## src/verilog/sparse_buffer_pkg.sv

```systemverilog
/*
 * sparse sample buffer shared types
 * sample, word, timestamp and FIFO entry vectors plus the
 * readout formatter state encoding
 */

`default_nettype none

package sparse_buffer_pkg;

  //////////////////////////////////////////////////
  // sample and word geometry
  //////////////////////////////////////////////////
  localparam int SAMPLE_WIDTH = 16;
  localparam int PARALLEL_SAMPLES = 4;
  localparam int WORD_WIDTH = SAMPLE_WIDTH * PARALLEL_SAMPLES;
  localparam int TIMESTAMP_WIDTH = 32;

  typedef logic [SAMPLE_WIDTH-1:0] sample_t;
  typedef logic [WORD_WIDTH-1:0] word_t;
  typedef logic [TIMESTAMP_WIDTH-1:0] timestamp_t;

  //////////////////////////////////////////////////
  // FIFO entry layout
  //////////////////////////////////////////////////
  // msb first: segment start, timestamp, data word
  localparam int ENTRY_WIDTH = 1 + TIMESTAMP_WIDTH + WORD_WIDTH;
  localparam int ENTRY_STAMP_LSB = WORD_WIDTH;
  localparam int ENTRY_START_BIT = WORD_WIDTH + TIMESTAMP_WIDTH;

  typedef logic [ENTRY_WIDTH-1:0] entry_t;

  // readout formatter states
  typedef enum logic [1:0] {
    fmt_idle,
    fmt_stamp,
    fmt_data
  } fmt_state_t;

endpackage

`default_nettype wire

```

## src/verilog/sample_discriminator.sv

```systemverilog
/*
 * sample discriminator
 * tracks capture state and the word index, and applies a hysteresis
 * rule to pick the words that go into the FIFO
 */

`timescale 1ns/1ps
`default_nettype none

module sample_discriminator
  import sparse_buffer_pkg::*;
(
  input  wire logic clk,
  input  wire logic reset,

  input  wire logic    capture_start,
  input  wire logic    capture_stop,
  input  wire sample_t threshold_high,
  input  wire sample_t threshold_low,

  input  wire logic  in_valid,
  input  wire word_t in_data,

  output logic   wr_valid,
  output entry_t wr_entry,
  output logic   capturing
);

  // index of the next word seen while capturing
  timestamp_t word_index;
  // set while inside a kept segment
  logic active;

  logic any_high;
  logic all_low;
  logic keep;
  logic seg_start;

  //////////////////////////////////////////////////
  // threshold comparison over all parallel samples
  //////////////////////////////////////////////////
  always_comb begin
    any_high = 1'b0;
    all_low = 1'b1;
    for (int i = 0; i < PARALLEL_SAMPLES; i++) begin
      if (sample_t'(in_data[i*SAMPLE_WIDTH +: SAMPLE_WIDTH]) > threshold_high) begin
        any_high = 1'b1;
      end
      if (sample_t'(in_data[i*SAMPLE_WIDTH +: SAMPLE_WIDTH]) >= threshold_low) begin
        all_low = 1'b0;
      end
    end
  end

  // outside a segment a high word opens one, inside it everything
  // but an all-low word continues it
  assign seg_start = ~active;
  assign keep = active ? ~all_low : any_high;

  //////////////////////////////////////////////////
  // capture control and hysteresis state
  //////////////////////////////////////////////////
  always_ff @(posedge clk) begin
    if (reset) begin
      capturing <= 1'b0;
      word_index <= '0;
      active <= 1'b0;
      wr_valid <= 1'b0;
    end else begin
      wr_valid <= 1'b0;
      if (capture_start) begin
        // start wins over a word arriving in the same cycle
        capturing <= 1'b1;
        word_index <= '0;
        active <= 1'b0;
      end else begin
        if (capture_stop) begin
          capturing <= 1'b0;
        end
        if (capturing && in_valid) begin
          word_index <= word_index + 1'b1;
          wr_valid <= keep;
          if (!active && any_high) begin
            active <= 1'b1;
          end else if (active && all_low) begin
            active <= 1'b0;
          end
        end
      end
    end
  end

  // entry payload, qualified by wr_valid
  always_ff @(posedge clk) begin
    if (capturing && in_valid) begin
      wr_entry <= {seg_start, word_index, in_data};
    end
  end

endmodule

`default_nettype wire

```

## src/verilog/sample_fifo.sv

```systemverilog
/*
 * sample FIFO
 * circular buffer of tagged entries with an occupancy count; writes
 * into a full FIFO are dropped and latch a sticky overflow flag
 */

`timescale 1ns/1ps
`default_nettype none

module sample_fifo
  import sparse_buffer_pkg::*;
#(
  parameter int DEPTH = 32
) (
  input  wire logic clk,
  input  wire logic reset,

  input  wire logic capture_start,

  input  wire logic   wr_valid,
  input  wire entry_t wr_entry,

  output logic   rd_valid,
  output entry_t rd_entry,
  input  wire logic rd_ready,

  output logic overflow
);

  localparam int ADDR_WIDTH = (DEPTH > 1) ? $clog2(DEPTH) : 1;
  localparam int COUNT_WIDTH = $clog2(DEPTH + 1);

  typedef logic [ADDR_WIDTH-1:0] addr_t;
  typedef logic [COUNT_WIDTH-1:0] count_t;

  entry_t mem [DEPTH];

  addr_t  wr_ptr;
  addr_t  rd_ptr;
  count_t count;

  logic full;
  logic do_write;
  logic do_read;

  assign full = (count == count_t'(DEPTH));
  assign rd_valid = (count != '0);
  assign rd_entry = mem[rd_ptr];

  assign do_write = wr_valid && !full;
  assign do_read = rd_valid && rd_ready;

  //////////////////////////////////////////////////
  // storage
  //////////////////////////////////////////////////
  always_ff @(posedge clk) begin
    if (do_write) begin
      mem[wr_ptr] <= wr_entry;
    end
  end

  //////////////////////////////////////////////////
  // pointers and occupancy
  //////////////////////////////////////////////////
  always_ff @(posedge clk) begin
    if (reset) begin
      wr_ptr <= '0;
      rd_ptr <= '0;
      count <= '0;
    end else begin
      if (do_write) begin
        // DEPTH need not be a power of two
        wr_ptr <= (wr_ptr == addr_t'(DEPTH - 1)) ? '0 : wr_ptr + 1'b1;
      end
      if (do_read) begin
        rd_ptr <= (rd_ptr == addr_t'(DEPTH - 1)) ? '0 : rd_ptr + 1'b1;
      end
      case ({do_write, do_read})
        2'b10: count <= count + 1'b1;
        2'b01: count <= count - 1'b1;
        default: count <= count;
      endcase
    end
  end

  // sticky overflow, a drop in the start cycle still counts
  always_ff @(posedge clk) begin
    if (reset) begin
      overflow <= 1'b0;
    end else begin
      if (capture_start) begin
        overflow <= 1'b0;
      end
      if (wr_valid && full) begin
        overflow <= 1'b1;
      end
    end
  end

endmodule

`default_nettype wire

```

## src/verilog/readout_formatter.sv

```systemverilog
/*
 * readout formatter
 * pops FIFO entries and presents them as a valid/ready stream, putting
 * a timestamp word in front of the first data word of every segment
 */

`timescale 1ns/1ps
`default_nettype none

module readout_formatter
  import sparse_buffer_pkg::*;
(
  input  wire logic clk,
  input  wire logic reset,

  input  wire logic   rd_valid,
  input  wire entry_t rd_entry,
  output logic        rd_ready,

  output logic  out_valid,
  output word_t out_data,
  output logic  out_is_stamp,
  input  wire logic out_ready
);

  fmt_state_t state;
  entry_t     hold_entry;

  logic       take;
  fmt_state_t load_state;
  timestamp_t hold_stamp;

  //////////////////////////////////////////////////
  // pop control
  //////////////////////////////////////////////////
  // empty holding register, or its last word leaves this cycle
  assign rd_ready = (state == fmt_idle) || ((state == fmt_data) && out_ready);
  assign take = rd_valid && rd_ready;

  // segment starts get their timestamp word first
  assign load_state = rd_entry[ENTRY_START_BIT] ? fmt_stamp : fmt_data;

  always_ff @(posedge clk) begin
    if (reset) begin
      state <= fmt_idle;
    end else begin
      case (state)
        fmt_idle: begin
          if (take) begin
            state <= load_state;
          end
        end
        fmt_stamp: begin
          if (out_ready) begin
            state <= fmt_data;
          end
        end
        fmt_data: begin
          if (out_ready) begin
            state <= take ? load_state : fmt_idle;
          end
        end
        default: state <= fmt_idle;
      endcase
    end
  end

  // holding register
  always_ff @(posedge clk) begin
    if (take) begin
      hold_entry <= rd_entry;
    end
  end

  //////////////////////////////////////////////////
  // output stream
  //////////////////////////////////////////////////
  // everything below comes from registers, so it holds while stalled
  assign hold_stamp = hold_entry[ENTRY_STAMP_LSB +: TIMESTAMP_WIDTH];

  assign out_valid = (state != fmt_idle);
  assign out_is_stamp = (state == fmt_stamp);

  always_comb begin
    if (state == fmt_stamp) begin
      out_data = {{(WORD_WIDTH - TIMESTAMP_WIDTH){1'b0}}, hold_stamp};
    end else begin
      out_data = hold_entry[WORD_WIDTH-1:0];
    end
  end

endmodule

`default_nettype wire

```

## src/verilog/sparse_sample_buffer.sv

```systemverilog
/*
 * sparse sample buffer
 * discriminator, FIFO and readout formatter for one channel
 */

`timescale 1ns/1ps
`default_nettype none

module sparse_sample_buffer
  import sparse_buffer_pkg::*;
#(
  parameter int DEPTH = 32
) (
  input  wire logic clk,
  input  wire logic reset,

  // capture control and thresholds, held while idle
  input  wire logic    capture_start,
  input  wire logic    capture_stop,
  input  wire sample_t threshold_high,
  input  wire sample_t threshold_low,

  // sample stream, never stalled
  input  wire logic  in_valid,
  input  wire word_t in_data,

  // readout stream
  output logic  out_valid,
  output word_t out_data,
  output logic  out_is_stamp,
  input  wire logic out_ready,

  // status
  output logic capturing,
  output logic overflow
);

  //////////////////////////////////////////////////
  // internal streams
  //////////////////////////////////////////////////
  logic   wr_valid;
  entry_t wr_entry;

  logic   rd_valid;
  entry_t rd_entry;
  logic   rd_ready;

  sample_discriminator discriminator_i (
    .clk            (clk),
    .reset          (reset),
    .capture_start  (capture_start),
    .capture_stop   (capture_stop),
    .threshold_high (threshold_high),
    .threshold_low  (threshold_low),
    .in_valid       (in_valid),
    .in_data        (in_data),
    .wr_valid       (wr_valid),
    .wr_entry       (wr_entry),
    .capturing      (capturing)
  );

  sample_fifo #(
    .DEPTH (DEPTH)
  ) fifo_i (
    .clk           (clk),
    .reset         (reset),
    .capture_start (capture_start),
    .wr_valid      (wr_valid),
    .wr_entry      (wr_entry),
    .rd_valid      (rd_valid),
    .rd_entry      (rd_entry),
    .rd_ready      (rd_ready),
    .overflow      (overflow)
  );

  readout_formatter formatter_i (
    .clk          (clk),
    .reset        (reset),
    .rd_valid     (rd_valid),
    .rd_entry     (rd_entry),
    .rd_ready     (rd_ready),
    .out_valid    (out_valid),
    .out_data     (out_data),
    .out_is_stamp (out_is_stamp),
    .out_ready    (out_ready)
  );

endmodule

`default_nettype wire

```

## config.mk

```make
export PLATFORM = sky130hd
export DESIGN_NAME = sparse_sample_buffer
export DESIGN_NICKNAME = d
export VERILOG_FILES = /design/src/verilog/sparse_buffer_pkg.sv /design/src/verilog/sample_discriminator.sv /design/src/verilog/sample_fifo.sv /design/src/verilog/readout_formatter.sv /design/src/verilog/sparse_sample_buffer.sv
export SDC_FILE = /design/constraint.sdc
export NUM_CORES = 2
export LEC_CHECK = 0
export ABC_CLOCK_PERIOD_IN_PS = 7500
export BUFFER_PORTS_ARGS = -buffer_cell sky130_fd_sc_hd__clkbuf_2
export CELL_PAD_IN_SITES_DETAIL_PLACEMENT = 1
export CELL_PAD_IN_SITES_GLOBAL_PLACEMENT = 1
export CORE_AREA = 10 10 492 494
export CTS_CLUSTER_DIAMETER = 60
export DETAILED_ROUTE_END_ITERATION = 6
export DIE_AREA = 0 0 502 504
export PLACE_DENSITY_LB_ADDON = 0.1
export SYNTH_ARGS = -nofsm -noshare
export SYNTH_HDL_FRONTEND = slang
export SYNTH_SLANG_ARGS = --single-unit
```

## constraint.sdc

```tcl
create_clock -name clk -period 7.5 [get_ports clk]
set_clock_uncertainty 0.1 [all_clocks]
set_input_delay 0.75 -clock clk [delete_from_list [all_inputs] [get_ports clk]]
set_output_delay 0.75 -clock clk [all_outputs]
set_load 0.005 [all_outputs]
```

==> impl_metrics.toml <==
[cts]
clk_latency_ns = 0.97
clock_sinks = 3356
cts_tree = "done"
cts_buffers = 351
cts_root_buffer = "clkbuf_16"
cts_buffer_depth = 4
cts_htree_levels = 5
path_clk_slew_ns = 0.06

[timing]
layout_min_cycle_time_ns = 4.43
slew_viol_final = 0
rsz0062_at_grt = "no"
slew_headroom = 0.0722
fin_setup_tns_ns = 0
tightestPinTransition_ns = 1.39
fmax_ghz = 0.226
post-route-period-util = 0.591
final-setup-viol-count = 0
hold_viol = 0

[global_routing]
overflow = 0
grt_util_all_layers = 0.278
grt_pass1_vias = 64200
grt_start_max_net_pins = 133
grt_pass1_wl_um = 497000
grt_antenna_before_repair = 13

[layout]
stdcell_area_um2 = 145000
seqCellArea_um2 = 100000
drive_above_1_share = 0.312
multi_input_area_um2 = 27900
areaGrowthSynthToFinish_pct = 12.6
fillers = 18100
final_cells = 9072
nNetsFinal = 6001

[synth]
seq_area_frac_synth = 0.776
yosysWarnings = 0
yosysTopAreaCell = "edfxtp_1"
synth_edf_count = 3297
synth_cells = 5358
syn_nets = 5602
yosysMostFrequentCell = "edfxtp_1"
syn_area_per_cell_um2 = 24.1
synthTopCellsByArea = "edfxtp_1, mux4_2, ha_1"
synth_cell_types = 55
synth_area_um2 = 129000
ys_ff_latch = 3356
synthDominantCellAreaShare = 0.767
synth_flop_cell = "edfxtp_1"
synthArstFlopShare = 0
synthTopCellsByCount = "edfxtp_1, mux4_2, clkbuf_1, ha_1, mux2_2"

[power_and_ir_drop]
ir_worst_vdd_mv = 0.440
intPower_mw = 35.0
seqPwrFrac = 0.458
power_switching_mw = 11.8
power_frac_comb = 0.189
swShare = 0.252
leakagePower_nw = 44.9
clkPwrFrac = 0.353
report.power.total_mw = 46.9
cellPowerDensity_nw_per_um2 = 323

[hold_path]
hp-class = "input pin to flop"

[drt]
drt-pass1-iter-count = 6
detail_route.vias_per_cell = 6.74
wl_um = 352000
ant_nets = 0
vias = 61100
drtIter0Drc = 7549
drc_errors = 0
wl_per_cell_um = 38.8

[placement]
dp_cells = 8426
portBuffers = 169
routabilityCongestion = 0.797
placed_cell_area_um2 = 134000
place_hpwl_um = 182000

[floorplan]
rows = 177
initial_core_util = 0.557
core-area_um2 = 232000
die_w_um = 502
fp.dieH_um = 504
dieArea_um2 = 253000
ioPinCount = 170

[setup_path]
cp.arrival_ns = 5.19
cp_data_required_time_ns = 8.26
end_kind = "flop"
critPathLaunchType = "flop"
worstSetupPathType = "flop to flop"
path_max_fanout = 71

[flow_run]
maxCapViolations = 0

[outcome]
outcome = "finished, final reports clean"
[worst max-delay path, stage by stage, from the launching register on]
cell and delay (ns):
dfxtp_1 0.34, or4_1 0.59, nor3_1 0.30, or3_1 0.45, inv_8 0.38, ha_1 0.44, ha_1 0.33, a21o_1 0.19
a21o_1 0.20, a21o_1 0.19, a21oi_1 0.23, xnor2_1 0.12, or3_1 0.31, a21oi_1 0.17
[layout by cell type, fill, tap and decap left out, types with 13 or more instances in the layout]
master,n
buf_12,45
edfxtp_1,3297
bufinv_16,22
mux4_2,970
nor2b_1,40
clkbuf_2,169
nand4_1,32
nand3_1,30
a21oi_1,60
nand2_1,54
clkbuf_1,89
clkinv_2,50
diode_2,13
nor2_4,32
nor2_1,66
clkbuf_16,358
clkinv_1,64
xor2_1,25
buf_4,57
inv_1,44
ha_1,141
mux2_2,128
o21ai_0,16
nor3_1,15
dlygate4sd3_1,21
dfxtp_1,54
[final timing paths]
kind                                                     from                            to  slack (ns)  cells past startpoint
worst max-delay path                          fifo_i.count[1]               fifo_i.count[5]        3.07                     13
worst min-delay path                               in_data[0]   discriminator_i.wr_entry[0]        0.06                      1
worst max register to register                fifo_i.count[1]               fifo_i.count[5]        3.07                     13
worst min register to register  discriminator_i.word_index[4]  discriminator_i.wr_entry[68]        0.38                      0
[power by group through the flow]
stage          Sequential (mW)  Clock (mW)  Combinational, mW
6_report                  21.5        16.5               8.85
5_1_grt                   21.5        17.6               9.39
4_1_cts                   21.5        16.8               8.98
3_5_place_dp              21.9           0               8.92
3_3_place_gp              21.9           0               8.85
2_1_floorplan             21.5           0               6.41
[what timing repair did]
action / CTS / global route
hold buffers: 21 / 0
endpoints found under the hold margin: 21 / 0
gates resized for setup: 0 / 0
buffers inserted: 0 / 0
[flip-flops by register name (all words and copies together), names as in the netlist, named ones only]
signal and count:
fifo_i.mem 3104, discriminator_i.active 1, fifo_i.wr_ptr 5, discriminator_i.wr_entry 97, discriminator_i.wr_valid 1, fifo_i.overflow 1, discriminator_i.word_index 32, fifo_i.rd_ptr 5
discriminator_i.capturing 1, formatter_i.hold_entry 96, fifo_i.count 6, formatter_i.state 2
[metal layers]
metal / up-vias / global-route usage / wire (um)
met3: 542 / 0.0515 / 27900
met4: 0 / 0.0886 / 11300
li1: 23800 / - / -
met2: 3018 / 0.447 / 174000
met5: - / 0 / 0
met1: 33800 / 0.391 / 138000
[final cells by class]
class,count,area share
sequential,3356,0.690
multi-input combinational,1709,0.192
clock buffer,457,0.0649
tap,3043,0.0262
timing repair buffer,292,0.0164
clock inverter,155,0.00922
inverter,47,0.00130
antenna,13,0.000224
[through the flow]
step	hold slack, ns	util	worst slack [ns]
2_1_floorplan	0.328	-	1.67
3_3_place_gp	0.362	0.579	3.07
3_5_place_dp	0.369	0.579	3.10
4_1_cts	0.00874	0.627	3.11
5_1_grt	0.0276	0.627	2.93
6_report	0.0634	0.627	3.07
[cells by family (layout without fill, tap and decap cells)]
group / count (synthesis) / in the layout / synth area share
DFF: 3356 / 3356 / 0.776
muxes: 1099 / 1099 / 0.181
and+or+nand+nor: 309 / 309 / 0.0118
buffers and inverters: 293 / 951 / 0.00921
adders and majority gates: 142 / 142 / 0.0138
AOI/OAI and AO/OA: 124 / 124 / 0.00586
xor gates and xnor gates: 35 / 35 / 0.00238
other: 0 / 13 / 0
Note: power is estimated with default switching activity, not from simulation.
